$ cat config.mk
export PLATFORM = sky130hd
export DESIGN_NAME = smc_strobe_top
export DESIGN_NICKNAME = d
export VERILOG_FILES = /design/src/smc_timing_pkg.sv /design/src/smc_state_pkg.sv /design/src/smc_strobe_top.sv /design/src/smc_read_strobe.sv /design/src/smc_full_cycle.sv /design/src/smc_write_strobe.sv /design/src/smc_access_latch.sv
export SDC_FILE = /design/constraint.sdc
export NUM_CORES = 1
export LEC_CHECK = 0
export BUFFER_PORTS_ARGS = -buffer_cell sky130_fd_sc_hd__buf_2
export CORE_UTILIZATION = 37
export DETAILED_ROUTE_END_ITERATION = 6
export PLACE_DENSITY = 0.8
export SLEW_MARGIN = 20
export SYNTH_ARGS = -nofsm -noshare
export SYNTH_HDL_FRONTEND = slang
export SYNTH_HIERARCHICAL = 1
export SYNTH_SLANG_ARGS = --single-unit
$ cat constraint.sdc
create_clock -name sys_clk18 -period 1.7 [get_ports sys_clk18]
set_clock_uncertainty 0.15 [all_clocks]
set_input_delay 0.34 -clock sys_clk18 [delete_from_list [all_inputs] [get_ports sys_clk18]]
set_output_delay 0.34 -clock sys_clk18 [all_outputs]
set_load 0.1 [all_outputs]
$ cat src/smc_timing_pkg.sv
// Wait-state and edge-phase types, default byte lane count
package smc_timing_pkg;

   //--------------------------------------------------
   // Wait-state count or store
   //--------------------------------------------------
   // Compared as a whole or split into its two fields
   typedef struct packed
   {
      logic [5:0] coarse;  // Whole-cycle part
      logic [1:0] fine;    // Sub-phase part
   } ws_count_t;

   // Leading/trailing edge setting or counter
   typedef logic [1:0] edge_phase_t;

   // Default data bus width in byte lanes
   localparam int DEF_NUM_BYTES = 4;

endpackage

$ cat src/smc_state_pkg.sv
// Access state type shared by the strobe stages
package smc_state_pkg;

   //--------------------------------------------------
   // One-hot access state of the external FSM
   //--------------------------------------------------
   typedef enum logic [4:0]
   {
      IDLE  = 5'b00001,  // No access in progress
      LE    = 5'b00010,  // Leading edge wait
      RW    = 5'b00100,  // Strobe active
      STORE = 5'b01000,  // Data capture
      FLOAT = 5'b10000   // Bus turnaround
   } smc_state_e;

endpackage
$ cat src/smc_strobe_top.sv
// Strobe stage top level: access latch, write strobe, full-cycle and read strobe
`timescale 1ns/1ps

module smc_strobe_top
   import smc_state_pkg::*, smc_timing_pkg::*;
#(
   parameter int num_bytes = DEF_NUM_BYTES  // Byte lanes, 2 or 4
)
(
   input  logic                 sys_clk18,          // System clock
   input  logic                 n_sys_reset18,      // Async reset, active low
   input  logic                 n_read,             // Low for read
   input  logic                 cs,                 // Chip select
   input  logic [num_bytes-1:0] n_be,               // Byte enables, active low
   input  logic                 valid_access,       // Load strobe
   input  logic                 smc_done,           // Access finished
   input  logic                 mac_done,           // Transfer finished
   input  smc_state_e           r_smc_currentstate, // FSM current state
   input  smc_state_e           smc_nextstate,      // FSM next state
   input  edge_phase_t          r_wele_count,       // Write leading edge counter
   input  ws_count_t            r_ws_count,         // Wait-state counter
   input  edge_phase_t          r_wele_store,       // Write leading edge setting
   input  edge_phase_t          r_wete_store,       // Write trailing edge setting
   input  edge_phase_t          r_oete_store,       // Read trailing edge setting
   input  ws_count_t            r_ws_store,         // Wait-state setting
   output logic                 n_r_read,           // Held direction
   output logic                 r_cs,               // Held chip select
   output logic                 smc_busy,           // Controller active
   output logic [num_bytes-1:0] n_r_we,             // Byte write enables
   output logic                 n_r_wr,             // Write strobe
   output logic                 smc_n_ext_oe,       // External driver enable
   output logic                 r_full,             // Full-cycle write
   output logic                 smc_n_rd            // Read strobe
);

   smc_access_latch smc_access_latch_inst (
      .sys_clk18, .n_sys_reset18, .valid_access, .smc_done, .mac_done,
      .n_read, .cs, .n_r_read, .r_cs);

   // Lane count only matters to the write enables
   smc_write_strobe #(.num_bytes(num_bytes)) smc_write_strobe_inst (
      .sys_clk18, .n_sys_reset18, .valid_access, .n_read, .n_r_read, .n_be,
      .smc_nextstate, .n_r_we, .n_r_wr, .smc_n_ext_oe, .smc_busy);

   smc_full_cycle smc_full_cycle_inst (
      .sys_clk18, .n_sys_reset18, .valid_access, .smc_done, .r_smc_currentstate,
      .smc_nextstate, .r_wele_count, .r_wele_store, .r_wete_store, .r_ws_count,
      .r_ws_store, .r_full);

   smc_read_strobe smc_read_strobe_inst (
      .sys_clk18, .n_sys_reset18, .valid_access, .n_read, .n_r_read,
      .r_smc_currentstate, .smc_nextstate, .r_oete_store, .r_ws_count,
      .r_ws_store, .smc_n_rd);

endmodule

$ cat src/smc_read_strobe.sv
// Read strobe stage: registered read strobe timed against the output-enable edge
`timescale 1ns/1ps

module smc_read_strobe
   import smc_state_pkg::*, smc_timing_pkg::*;
(
   input  logic        sys_clk18,          // System clock
   input  logic        n_sys_reset18,      // Async reset, active low
   input  logic        valid_access,       // New access this cycle
   input  logic        n_read,             // Direction of the new access
   input  logic        n_r_read,           // Held direction
   input  smc_state_e  r_smc_currentstate, // FSM current state
   input  smc_state_e  smc_nextstate,      // FSM next state
   input  edge_phase_t r_oete_store,       // Output-enable trailing edge
   input  ws_count_t   r_ws_count,         // Wait-state counter
   input  ws_count_t   r_ws_store,         // Wait-state setting
   output logic        smc_n_rd            // Read strobe, active low
);

   logic from_edge;     // Entering RW from LE or STORE
   logic store_rd_ok;   // Read edge reached, judged on the setting
   logic count_rd_ok;   // Read edge reached, judged on the counter
   logic rd_next;

   assign from_edge = (r_smc_currentstate == LE) | (r_smc_currentstate == STORE);

   // Zero wait states always allow the strobe
   assign store_rd_ok = (r_oete_store <= r_ws_store.fine) |
                        (r_ws_store.coarse != 6'd0) |
                        (r_ws_store == 8'd0);
   assign count_rd_ok = (r_oete_store < r_ws_count.fine) |
                        (r_ws_count.coarse != 6'd0) |
                        (r_ws_count == 8'd0);

   //--------------------------------------------------
   // Strobe select
   //--------------------------------------------------
   always_comb
   begin
      rd_next = 1'b1;  // Inactive outside RW
      if (smc_nextstate == RW)
      begin
         if (valid_access)
            rd_next = n_read;  // Write leaves the strobe high
         else if (from_edge)
            rd_next = store_rd_ok ? n_r_read : 1'b1;
         else
            rd_next = count_rd_ok ? n_r_read : 1'b1;
      end
   end

   always_ff @(posedge sys_clk18 or negedge n_sys_reset18)
   begin
      if (!n_sys_reset18)
         smc_n_rd <= 1'b1;
      else
         smc_n_rd <= rd_next;
   end

endmodule

$ cat src/smc_full_cycle.sv
// Full-cycle write flag: decides if the next write strobe lasts a whole clock
`timescale 1ns/1ps

module smc_full_cycle
   import smc_state_pkg::*, smc_timing_pkg::*;
(
   input  logic        sys_clk18,          // System clock
   input  logic        n_sys_reset18,      // Async reset, active low
   input  logic        valid_access,       // New access this cycle
   input  logic        smc_done,           // Access finished
   input  smc_state_e  r_smc_currentstate, // FSM current state
   input  smc_state_e  smc_nextstate,      // FSM next state
   input  edge_phase_t r_wele_count,       // Write leading edge counter
   input  edge_phase_t r_wele_store,       // Write leading edge setting
   input  edge_phase_t r_wete_store,       // Write trailing edge setting
   input  ws_count_t   r_ws_count,         // Wait-state counter
   input  ws_count_t   r_ws_store,         // Wait-state setting
   output logic        r_full              // Full-cycle write strobe
);

   logic        wele_cnt_low;   // Leading edge count below 2
   logic        cnt_long;       // Count outlasts the trailing edge
   logic        store_long;     // Setting outlasts the trailing edge
   edge_phase_t wete_plus1;     // Trailing edge one phase later, wraps
   logic        rw_long;        // Mid-access check while in RW/FLOAT
   logic        full_next;

   assign wele_cnt_low = (r_wele_count < 2'd2);

   // Trailing edge below the sub-phase, or any whole cycles left
   assign cnt_long   = (r_wete_store < r_ws_count.fine) | (r_ws_count.coarse != 6'd0);
   assign store_long = (r_wete_store < r_ws_store.fine) | (r_ws_store.coarse != 6'd0);

   assign wete_plus1 = r_wete_store + 2'd1;

   // Trailing edge at 3 needs more than one whole cycle plus a phase
   always_comb
   begin
      if (r_wete_store == 2'd3)
         rw_long = (r_ws_count > 8'd4);
      else
         rw_long = (wete_plus1 < r_ws_count.fine) | (r_ws_count.coarse != 6'd0);
   end

   //--------------------------------------------------
   // Decision per current state
   //--------------------------------------------------
   always_comb
   begin
      full_next = 1'b0;  // Cleared unless heading into RW
      if (smc_nextstate == RW)
      begin
         case (r_smc_currentstate)
            LE:    full_next = cnt_long & wele_cnt_low;
            STORE: full_next = cnt_long & (r_wele_count == 2'd0);
            RW, FLOAT:
            begin
               if (valid_access)
                  full_next = 1'b0;  // Fresh access restarts timing
               else if (smc_done)
                  full_next = store_long & (r_wele_store == 2'd0);  // Next of a burst
               else
                  full_next = rw_long & wele_cnt_low;
            end
            default: full_next = 1'b0;
         endcase
      end
   end

   always_ff @(posedge sys_clk18 or negedge n_sys_reset18)
   begin
      if (!n_sys_reset18)
         r_full <= 1'b0;
      else
         r_full <= full_next;
   end

endmodule

$ cat src/smc_write_strobe.sv
// Write strobe stage: byte write enables, write strobe, bus drive enable, busy
`timescale 1ns/1ps

module smc_write_strobe
   import smc_state_pkg::*, smc_timing_pkg::*;
#(
   parameter int num_bytes = DEF_NUM_BYTES  // Byte lanes, 2 or 4
)
(
   input  logic                 sys_clk18,     // System clock
   input  logic                 n_sys_reset18, // Async reset, active low
   input  logic                 valid_access,  // New access this cycle
   input  logic                 n_read,        // Direction of the new access
   input  logic                 n_r_read,      // Held direction
   input  logic [num_bytes-1:0] n_be,          // Byte enables, active low
   input  smc_state_e           smc_nextstate, // FSM next state
   output logic [num_bytes-1:0] n_r_we,        // Byte write enables, active low
   output logic                 n_r_wr,        // Write strobe, active low
   output logic                 smc_n_ext_oe,  // External driver enable, active low
   output logic                 smc_busy       // Controller active
);

   logic new_write;   // Write starting now
   logic held_write;  // Write of an access already latched
   logic not_store;   // Strobe stays off while storing
   logic wr_cond;     // Write strobe fires
   logic oe_cond;     // Bus drivers on

   assign not_store  = (smc_nextstate != STORE);
   assign new_write  = valid_access & n_read;
   assign held_write = ~valid_access & n_r_read;

   assign wr_cond = not_store & (new_write | held_write);
   // Held access only drives the bus while not going idle
   assign oe_cond = not_store &
                    (new_write | (held_write & (smc_nextstate != IDLE)));

   //--------------------------------------------------
   // Write strobes and driver enable
   //--------------------------------------------------
   always_ff @(posedge sys_clk18 or negedge n_sys_reset18)
   begin
      if (!n_sys_reset18)
      begin
         n_r_we       <= '1;
         n_r_wr       <= 1'b1;
         smc_n_ext_oe <= 1'b1;
      end
      else
      begin
         n_r_we       <= wr_cond ? n_be : '1;  // Lanes only during a write
         n_r_wr       <= ~wr_cond;
         smc_n_ext_oe <= ~oe_cond;
      end
   end

   // Busy whenever the FSM leaves idle
   always_ff @(posedge sys_clk18 or negedge n_sys_reset18)
   begin
      if (!n_sys_reset18)
         smc_busy <= 1'b0;
      else
         smc_busy <= (smc_nextstate != IDLE);
   end

endmodule

$ cat src/smc_access_latch.sv
// Access latch: read/write direction and chip select held over an access
`timescale 1ns/1ps

module smc_access_latch
(
   input  logic sys_clk18,     // System clock
   input  logic n_sys_reset18, // Async reset, active low
   input  logic valid_access,  // Load strobe for a new access
   input  logic smc_done,      // Current access finished
   input  logic mac_done,      // Last access of a multiple access
   input  logic n_read,        // Direction, low for read
   input  logic cs,            // Chip select of the new access
   output logic n_r_read,      // Held direction
   output logic r_cs           // Held chip select
);

   logic access_end;  // Whole transfer over

   // Both done strobes together end the transfer
   assign access_end = smc_done & mac_done;

   //--------------------------------------------------
   // Direction store
   //--------------------------------------------------
   always_ff @(posedge sys_clk18 or negedge n_sys_reset18)
   begin
      if (!n_sys_reset18)
         n_r_read <= 1'b0;
      else if (valid_access)
         n_r_read <= n_read;  // New access wins over done
      else if (access_end)
         n_r_read <= 1'b0;
   end

   //--------------------------------------------------
   // Chip select store
   //--------------------------------------------------
   // Same load priority as the direction
   always_ff @(posedge sys_clk18 or negedge n_sys_reset18)
   begin
      if (!n_sys_reset18)
         r_cs <= 1'b0;
      else if (valid_access)
         r_cs <= cs;
      else if (access_end)
         r_cs <= 1'b0;  // Deselect after the last access
   end

endmodule

==> results.sh, run 1 <==
export IMPL_status="finished, violations left"
export IMPL_failed_checks="setup timing"
export IMPL_cts_root_buf="clkbuf_4"
export IMPL_die_y_um=49.5
export IMPL_postRouteAntennaNets=0
export IMPL_fmax_ghz=0.560
export IMPL_worst_slew_pin_slew_ps=497
export IMPL_grt_pass1_vias=896
export IMPL_ys_warn_count=6
export IMPL_seqCellArea_um2=284
export IMPL_synth_seq_cells=11
export IMPL_setup_viol=1
export IMPL_postSynthCellCount=88
export IMPL_dp_cells=178
export IMPL_ys_flop_type="dfstp_2"
export IMPL_cellLeakagePower_nw=0.653
export IMPL_grtUsageTotal_pct=20.0
export IMPL_drt_iter0_drc=10
export IMPL_clock_path_buffers=2
export IMPL_clock_latency_ps=250
export IMPL_cp_top_family="compound AO/OA/AOI/OAI gates"
export IMPL_antenna_found_initial=0
export IMPL_wirelength_mm=2.30
export IMPL_cts_tree="yes"
export IMPL_vias_per_cell=5.08
export IMPL_wire_per_inst_um=12.6
export IMPL_crit_arrival_ps=1770
export IMPL_clkTransAtPathRegs_ps=70
export IMPL_final_cells=183
export IMPL_critical_path_buf_inv_count=1
export IMPL_cts_htree_levels=1
export IMPL_rrSetupSlack_ps=650
export IMPL_die_w_um=49.5
export IMPL_synth_area_per_cell_um2=9.48
export IMPL_fin_crit_sh_pct=105
export IMPL_io_buffers=55
export IMPL_dp_hpwl_mm=1.89
export IMPL_r2r_end="smc_write_strobe_inst/n_r_we[0]"
export IMPL_setup_worst_path_start="r_ws_store[4]"
export IMPL_worst_slack_ps=-84.2
export IMPL_design_die_area_um2=2450
export IMPL_preCtsSetupSlack_ps=-276
export IMPL_slew_viol_final=0
export IMPL_via_count=929
export IMPL_cts_sinks=11
export IMPL_gp_congestion=0.792
export IMPL_finalHoldViolCount=0
export IMPL_dr_pass1_iters=4
export IMPL_coreArea_um2=2040
export IMPL_final_min_clock_period_ps=1780
export IMPL_multiInputGateArea_um2=576
export IMPL_drc_errors=0
export IMPL_grt_max_degree=12
export IMPL_vdd_drop_max_mv=0.354
export IMPL_antenna_cells=0
export IMPL_rsz0062_at_grt="true"
export IMPL_cp_max_fo=2
export IMPL_postCtsSetupBuffers=0
export IMPL_pin_count=56
export IMPL_synth_area_um2=835
export IMPL_crit_path_start_kind="input pin"
export IMPL_syn_num_nets=140
export IMPL_grt_pass1_wl_mm=3.77
export IMPL_cp_depth=6
export IMPL_synthToLayoutAreaGrowth_pct=68.1
export IMPL_r2r_start="smc_access_latch_inst/n_r_read"
export IMPL_crit_type="input pin to register"
export IMPL_critical_path_cell_chain="buf_6 > or4_4 > o41ai_4 > a2111oi_4 > o32ai_2 > nand3_1"
export IMPL_slowest_stage="or4_4"
export IMPL_slew_headroom_pct=67.1
export IMPL_critical_path_max_stage_delay_ps=530
export IMPL_power_density_nw_per_um2=595
export IMPL_required_ps=1690
export IMPL_nets=209
export IMPL_holdCritPathClass="input pin to register"
export IMPL_fill_cells=179
export IMPL_synth_edff_count=0
export IMPL_drive_above_1_share_pct=55.1
export IMPL_yosysSeqAreaShare_pct=34.0
export IMPL_final_util_pct=68.7
export IMPL_start_util_pct=40.9
export IMPL_overflow=0
export IMPL_synthArstFlopShare_pct=100
export IMPL_synth_cell_type_count=33
export IMPL_end_kind="register"
export IMPL_r2r_worst_path_cells=3
export IMPL_drv_cap=0
export IMPL_cts_buffers=3
export IMPL_cp_endpoint="smc_full_cycle_inst/r_full"
export IMPL_std_cell_rows=16
## cells in the mapped netlist, drive strengths merged, types with 2 or more instances
cell	instances	area, µm²
nand2b	8	50.1
dfstp	7	184
ha	7	87.6
inv	7	26.3
nor3	7	45.0
a21oi	6	33.8
o21ai	5	25.0
dfrtp	4	100
nand2	4	15.0
nand3b	4	30.0
nor2b	4	25.0
or4	4	35.0
nor4	3	25.0
a211oi	2	15.0
a22o	2	17.5
nor2	2	7.51
xnor2	2	17.5
## cells by family (layout without fill, tap and decap cells)
group           after synthesis  after routing  share of synthesized area [%]
simple gates                 40             40                           31.2
compound gates               20             20                           17.8
flops                        11             11                           34.0
fa+ha+maj                     7              7                           10.5
buf+inv                       7             75                           3.15
xor+xnor                      2              2                           2.10
mux                           1              1                           1.20
## metrics by stage
step           area [µm²]  total power, mW  hold slack [ps]  setup TNS, ps
2_1_floorplan         835            0.491             -106          -59.4
3_3_place_gp         1310            0.645             58.2           -348
3_5_place_dp         1310            0.657             63.4           -403
4_1_cts              1360            0.830              111              0
5_1_grt              1400            0.877              104           -145
6_report             1400            0.835              115          -84.2
## worst register-to-register path, cell delays in order (launching register included)
cell,delay (ps)
dfrtp_1,400
mux2i_1,120
a21oi_2,230
nand2b_1,80
## area by class of cell
type	count	area share, %
multi-input combinational	70	41.0
tap	27	2.41
inverter	7	1.87
sequential	11	20.2
clock buffer	4	1.87
timing repair buffer	64	32.6
## routing by layer
layer	global-route usage [%]	vias up	part of all wire (%)
li1	-	463	-
met4	8.57	0	1.3
met1	21.5	415	36
met2	36.5	47	55
met5	0	-	0
met3	5.25	4	7.5
## sequential cells by signal, indices dropped and copies added (netlist names)
name and flops:
smc_full_cycle_inst/r_full 1, smc_access_latch_inst/n_r_read 1, smc_write_strobe_inst/n_r_we 4, smc_write_strobe_inst/n_r_wr 1
smc_write_strobe_inst/smc_busy 1, smc_access_latch_inst/r_cs 1, smc_read_strobe_inst/smc_n_rd 1, smc_write_strobe_inst/smc_n_ext_oe 1
## placed cells by master (no fill, tap or decap), drive strengths merged
cell | netlist | routed
buf | 0 | 63
nand2b | 8 | 8
inv | 7 | 7
ha | 7 | 7
dfstp | 7 | 7
nor3 | 7 | 7
a21oi | 6 | 6
o21ai | 5 | 5
nand2 | 4 | 4
nor2b | 4 | 4
dfrtp | 4 | 4
nand3b | 4 | 4
clkbuf | 0 | 4
or4 | 4 | 4
nor4 | 3 | 3
a22o | 2 | 2
nor2 | 2 | 2
xnor2 | 2 | 2
a211oi | 2 | 2
dlygate4sd3 | 0 | 1
o41ai | 1 | 1
or2b | 1 | 1
a2111oi | 1 | 1
o31ai | 1 | 1
or3 | 1 | 1
o32ai | 1 | 1
nand3 | 1 | 1
o2111ai | 1 | 1
mux2i | 1 | 1
nor3b | 1 | 1
## worst min-delay path by stage
| stage | cells past startpoint | to | from |
|---|---|---|---|
| CTS | 2 | smc_write_strobe_inst/n_r_we[2] | n_be[2] |
| floorplan | 0 | smc_access_latch_inst/n_r_read | n_sys_reset18 |
| finish | 2 | smc_write_strobe_inst/n_r_we[2] | n_be[2] |
| global placement | 1 | smc_write_strobe_inst/smc_busy | n_sys_reset18 |
| global route | 2 | smc_write_strobe_inst/n_r_we[2] | n_be[2] |
| detailed placement | 1 | smc_access_latch_inst/n_r_read | n_sys_reset18 |
## power by group
part / switching, mW / internal (mW)
combinational: 0.221 / 0.145
clock: 0.0789 / 0.0905
sequential: 0.0128 / 0.287
## timing repair
item	in CTS	in global routing
hold buffers	1	0
endpoints found under the hold margin	4	0
gates resized for setup	2	6
endpoints found under the setup margin	1	1
pin swaps	0	5
Power figures use the tool's default switching activity.
==> run 2, diff against run 1 <==
--- a/config.mk
+++ b/config.mk
@@ -9,6 +9,7 @@
 export CORE_UTILIZATION = 37
 export DETAILED_ROUTE_END_ITERATION = 6
 export PLACE_DENSITY = 0.8
+export REMOVE_ABC_BUFFERS = 1
 export SLEW_MARGIN = 20
 export SYNTH_ARGS = -nofsm -noshare
 export SYNTH_HDL_FRONTEND = slang
==> run 2 against run 1 <==
Sequential cell count unchanged. Combinational power about the same. Non-clock buffer count unchanged. Sequential share of layout area unchanged. Critical path depth unchanged. Clock power about the same. Wire length unchanged. Global-route usage unchanged. Total power unchanged. Count of clock-buffer cells in the layout unchanged. The flow still finishes with violations (setup timing). Fmax unchanged. Critical path type unchanged. Largest cell class unchanged.
==> results.sh, run 2 (synthesis results as in run 1) <==
export IMPL_final_common_cell="buf_2"
export IMPL_largest_reg_flops=4
export IMPL_dr_pass1_iters=4
export IMPL_slowest_stage="or4_4"
export IMPL_critical_path_buf_inv_count=1
export IMPL_clock_path_buffers=2
export IMPL_holdCritPathClass="input pin to register"
export IMPL_synthToLayoutAreaGrowth_pct=68.1
export IMPL_seqCellArea_um2=284
export IMPL_cellLeakagePower_nw=0.653
export IMPL_wire_per_inst_um=12.6
export IMPL_critical_path_cell_chain="buf_6 > or4_4 > o41ai_4 > a2111oi_4 > o32ai_2 > nand3_1"
export IMPL_wirelength_mm=2.30
export IMPL_std_cell_rows=16
export IMPL_cp_max_fo=2
export IMPL_final_cell_mix="buf_2 (47), buf_4 (8), nand2b_1 (8)"
export IMPL_fin_crit_sh_pct=105
export IMPL_finalHoldViolCount=0
export IMPL_pin_count=56
export IMPL_vias_per_cell=5.08
export IMPL_crit_type="input pin to register"
export IMPL_setup_viol=1
export IMPL_grt_max_degree=12
export IMPL_postRouteAntennaNets=0
export IMPL_antenna_cells=0
export IMPL_coreArea_um2=2040
export IMPL_crit_arrival_ps=1770
export IMPL_die_w_um=49.5
export IMPL_fill_cells=179
export IMPL_slew_viol_final=0
export IMPL_design_die_area_um2=2450
export IMPL_overflow=0
export IMPL_io_buffers=55
export IMPL_die_y_um=49.5
export IMPL_setup_tns_final_ps=-84.2
export IMPL_vdd_drop_max_mv=0.354
export IMPL_postCtsSetupBuffers=0
export IMPL_critical_path_max_stage_delay_ps=530
export IMPL_crit_path_start_kind="input pin"
export IMPL_finalPower_mw=0.835
export IMPL_antenna_found_initial=0
export IMPL_clkTransAtPathRegs_ps=70
export IMPL_fmax_ghz=0.560
export IMPL_start_util_pct=40.9
export IMPL_failed_checks="setup timing"
export IMPL_worst_slack_ps=-84.2
export IMPL_cp_top_family="compound AO/OA/AOI/OAI gates"
export IMPL_status="finished, violations left"
export IMPL_cts_tree="yes"
export IMPL_cts_root_buf="clkbuf_4"
export IMPL_power_density_nw_per_um2=595
export IMPL_via_count=929
export IMPL_drive_above_1_share_pct=55.1
export IMPL_end_kind="register"
export IMPL_slew_headroom_pct=67.1
export IMPL_worst_slew_pin_slew_ps=497
export IMPL_cts_htree_levels=1
export IMPL_rsz0062_at_grt="true"
export IMPL_gp_congestion=0.792
export IMPL_drv_cap=0
export IMPL_multiInputGateArea_um2=576
export IMPL_required_ps=1690
export IMPL_cts_buffers=3
export IMPL_nets=209
export IMPL_drt_iter0_drc=10
export IMPL_drc_errors=0
export IMPL_top_register="smc_write_strobe_inst/n_r_we"
export IMPL_grt_pass1_vias=896
export IMPL_cts_sinks=11
export IMPL_grtUsageTotal_pct=20.0
export IMPL_final_min_clock_period_ps=1780
export IMPL_clock_latency_ps=250
export IMPL_dp_hpwl_mm=1.89
export IMPL_grt_pass1_wl_mm=3.77
-- run 2: cell counts in the layout (fill, tap and decap cells not counted) --
Identical to the previous run, type by type.
-- run 2: final cells by class --
cell class / instances / area share [%]
clock buffer: 4 / 1.87
sequential: 11 / 20.2
tap: 27 / 2.41
multi-input combinational: 70 / 41.0
inverter: 7 / 1.87
timing repair buffer: 64 / 32.6
-- run 2: worst register-to-register path, stage by stage (launching register included) --
cell and delay, ps:
dfrtp_1 400, mux2i_1 120, a21oi_2 230, nand2b_1 80
-- run 2: metal layers --
layer  global-route usage (%)  vias up  share of wire (%)
met5                        0        -                  0
met4                     8.57        0                1.3
met3                     5.25        4                7.5
met2                     36.5       47                 55
met1                     21.5      415                 36
li1                         -      463                  -
-- run 2: report_power, final --
| part | total, mW | leakage, nW | internal (mW) | switching, mW |
|---|---|---|---|---|
| clock network | 0.169 | 0.0150 | 0.0905 | 0.0789 |
| registers | 0.300 | 0.122 | 0.287 | 0.0128 |
| logic | 0.366 | 0.516 | 0.145 | 0.221 |
| total | 0.835 | 0.653 | 0.522 | 0.313 |
-- run 2: stage by stage --
stage	cells	hold WS (ps)	utilization (%)	instance area, µm²	setup slack (ps)
global route	183	104	68.7	1400	-145
CTS	183	111	66.4	1360	1.75
global placement	178	58.2	64.1	1310	-220
floorplan	88	-106	-	835	-59.4
detailed placement	178	63.4	64.1	1310	-276
finish	183	115	68.7	1400	-84.2
-- run 2: worst paths after layout --
| kind | start | to | slack (ps) | depth (start not counted) |
|---|---|---|---|---|
| min in group asynchronous | n_sys_reset18 | smc_access_latch_inst/r_cs | 320 | 2 |
| worst max-delay path | r_ws_store[4] | smc_full_cycle_inst/r_full | -80 | 6 |
| max in group asynchronous | n_sys_reset18 | smc_write_strobe_inst/n_r_wr | 810 | 2 |
| worst min register to register | smc_access_latch_inst/r_cs | smc_access_latch_inst/r_cs | 510 | 2 |
| worst max register to register | smc_access_latch_inst/n_r_read | smc_write_strobe_inst/n_r_we[0] | 650 | 3 |
| worst min-delay path | n_be[2] | smc_write_strobe_inst/n_r_we[2] | 110 | 2 |
-- run 2: repair_timing --
action                                 in CTS  in global routing
hold buffers                                1                  0
pin swaps                                   0                  5
endpoints found under the hold margin       4                  0
resized for setup                           2                  6
setup endpoints to repair                   1                  1
==> run 3, diff against run 2 <==
--- a/config.mk
+++ b/config.mk
@@ -7,6 +7,7 @@
 export LEC_CHECK = 0
 export BUFFER_PORTS_ARGS = -buffer_cell sky130_fd_sc_hd__buf_2
 export CORE_UTILIZATION = 37
+export CTS_BUF_LIST = sky130_fd_sc_hd__clkbuf_8
 export DETAILED_ROUTE_END_ITERATION = 6
 export PLACE_DENSITY = 0.8
 export REMOVE_ABC_BUFFERS = 1
==> run 3 against run 2 <==
The run still ends with setup timing left. Largest cell class unchanged. Sequential cell count stayed put. Final area is 1.3% higher. Count of clock-buffer cells in the layout fell by 1. Worst hold slack gained 35 ps. Highest routed layer unchanged. Setup slack better by 26 ps. Cell count is the same. Total power rose by 9.2%.
==> results.sh, run 3 (synthesis results as in run 1) <==
export IMPL_r2r_worst_path_cells=3
export IMPL_grt_pass1_wl_mm=3.80
export IMPL_holdCritPathClass="input pin to register"
export IMPL_start_util_pct=40.9
export IMPL_crit_type="input pin to register"
export IMPL_wire_per_inst_um=12.8
export IMPL_drive_above_1_share_pct=55.1
export IMPL_final_common_cell="buf_2"
export IMPL_die_w_um=49.5
export IMPL_largest_reg_flops=4
export IMPL_grt_pass1_vias=905
export IMPL_cts_tree="yes"
export IMPL_p_sw_mw=0.322
export IMPL_gp_congestion=0.792
export IMPL_cts_sinks=11
export IMPL_power_density_nw_per_um2=642
export IMPL_pwr_share_comb_pct=40.3
export IMPL_r2r_start="smc_access_latch_inst/n_r_read"
export IMPL_finalPower_mw=0.912
export IMPL_worst_slew_pin_slew_ps=497
export IMPL_vias_per_cell=5.11
export IMPL_pin_count=56
export IMPL_seq_power_share_pct=33.0
export IMPL_status="finished, violations left"
export IMPL_clockPowerShare_pct=26.7
export IMPL_dp_hpwl_mm=1.89
export IMPL_postCtsSetupBuffers=0
export IMPL_fin_crit_sh_pct=103
export IMPL_vdd_drop_max_mv=0.421
export IMPL_worstHoldPathCells=2
export IMPL_cellLeakagePower_nw=0.664
export IMPL_dr_pass1_iters=3
export IMPL_cts_root_buf="clkbuf_8"
export IMPL_io_buffers=55
export IMPL_required_ps=1650
export IMPL_overflow=0
export IMPL_drv_cap=0
export IMPL_drt_iter0_drc=8
export IMPL_clkTransAtPathRegs_ps=50
export IMPL_finalHoldViolCount=0
export IMPL_wirelength_mm=2.33
export IMPL_synthToLayoutAreaGrowth_pct=70.3
export IMPL_crit_arrival_ps=1710
export IMPL_power_internal_mw=0.591
export IMPL_multiInputGateArea_um2=576
export IMPL_coreArea_um2=2040
export IMPL_seqCellArea_um2=284
export IMPL_slew_viol_final=0
export IMPL_cts_buffers=3
export IMPL_design_die_area_um2=2450
export IMPL_fmax_ghz=0.569
export IMPL_slew_headroom_pct=67.1
export IMPL_std_cell_rows=16
export IMPL_top_register="smc_write_strobe_inst/n_r_we"
export IMPL_via_count=935
export IMPL_end_kind="register"
export IMPL_clock_latency_ps=230
export IMPL_nets=209
export IMPL_cp_max_fo=2
export IMPL_setup_viol=1
export IMPL_die_y_um=49.5
export IMPL_preCtsSetupSlack_ps=-276
export IMPL_final_min_clock_period_ps=1760
export IMPL_whs_endpoint="smc_write_strobe_inst/n_r_we[2]"
export IMPL_clock_path_buffers=2
export IMPL_failed_checks="setup timing"
export IMPL_rrSetupSlack_ps=610
export IMPL_grt_max_degree=12
export IMPL_crit_path_start_kind="input pin"
export IMPL_final_cell_mix="buf_2 (47), inv_1 (8), buf_4 (8), nand2b_1 (8)"
export IMPL_worst_slack_ps=-57.9
export IMPL_r2r_end="smc_write_strobe_inst/n_r_we[3]"
export IMPL_hp_start="n_be[2]"
export IMPL_p_sw_share_pct=35.3
export IMPL_rsz0062_at_grt="true"
export IMPL_postRouteAntennaNets=0
export IMPL_grtUsageTotal_pct=20.1
export IMPL_fill_cells=171
export IMPL_cts_htree_levels=1
export IMPL_antenna_found_initial=0
export IMPL_antenna_cells=0
export IMPL_drc_errors=0
[run 3: worst max-delay path, stage by stage]
cell and delay (ps):
buf_2 100, or4_2 740, nor3_4 250, a2111oi_4 60
o32ai_2 110, nand3_1 100
[run 3: area by class of cell]
cell class              count  share of cell area [%]
flip-flops and latches     11                    20.0
well taps                  27                    2.38
clock buffers               3                    2.90
inverters                   7                    1.85
clock inverters             1                   0.264
repair buffers             64                    32.1
multi-input cells          70                    40.5
[run 3: per-stage QoR]
step / cells / util, % / hold WS [ps] / setup TNS (ps) / cell area, µm²
after CTS: 183 / 68.3 / 146 / -22.7 / 1400
final: 183 / 69.6 / 150 / -57.9 / 1420
after global placement: 178 / 64.1 / 58.2 / -348 / 1310
after floorplan: 88 / - / -106 / -59.4 / 835
after detailed placement: 178 / 64.1 / 63.4 / -403 / 1310
after global routing: 183 / 69.6 / 144 / -103 / 1420
[run 3: power by group through the flow]
stage | registers (mW) | logic [mW] | clock network (mW)
6_report | 0.301 | 0.368 | 0.244
5_1_grt | 0.303 | 0.391 | 0.262
4_1_cts | 0.301 | 0.363 | 0.252
3_5_place_dp | 0.305 | 0.352 | 0
3_3_place_gp | 0.304 | 0.342 | 0
2_1_floorplan | 0.420 | 0.0717 | 0
[run 3: layer usage]
| layer | share of wire [%] | GRT usage (%) | vias up |
|---|---|---|---|
| met4 | 1.0 | 7.14 | 0 |
| met3 | 7.2 | 4.63 | 4 |
| li1 | - | - | 464 |
| met5 | 0 | 0 | - |
| met1 | 38 | 21.3 | 428 |
| met2 | 54 | 38.1 | 39 |
[run 3: worst max path at each step]
stage	from	endpoint	slack [ps]	cells after the start
floorplan	r_ws_store[5]	smc_full_cycle_inst/r_full	-60	5
global placement	r_ws_store[5]	smc_full_cycle_inst/r_full	-220	6
detailed placement	r_ws_store[1]	smc_full_cycle_inst/r_full	-280	8
CTS	r_ws_store[6]	smc_full_cycle_inst/r_full	-20	6
global route	r_ws_store[6]	smc_full_cycle_inst/r_full	-100	6
finish	r_ws_count[7]	smc_full_cycle_inst/r_full	-60	6
[run 3: repair_timing]
action	in CTS	in global routing
gates resized for setup	5	4
pin swaps	5	3
hold endpoints to repair	4	0
setup endpoints to repair	1	2
hold buffers	1	0
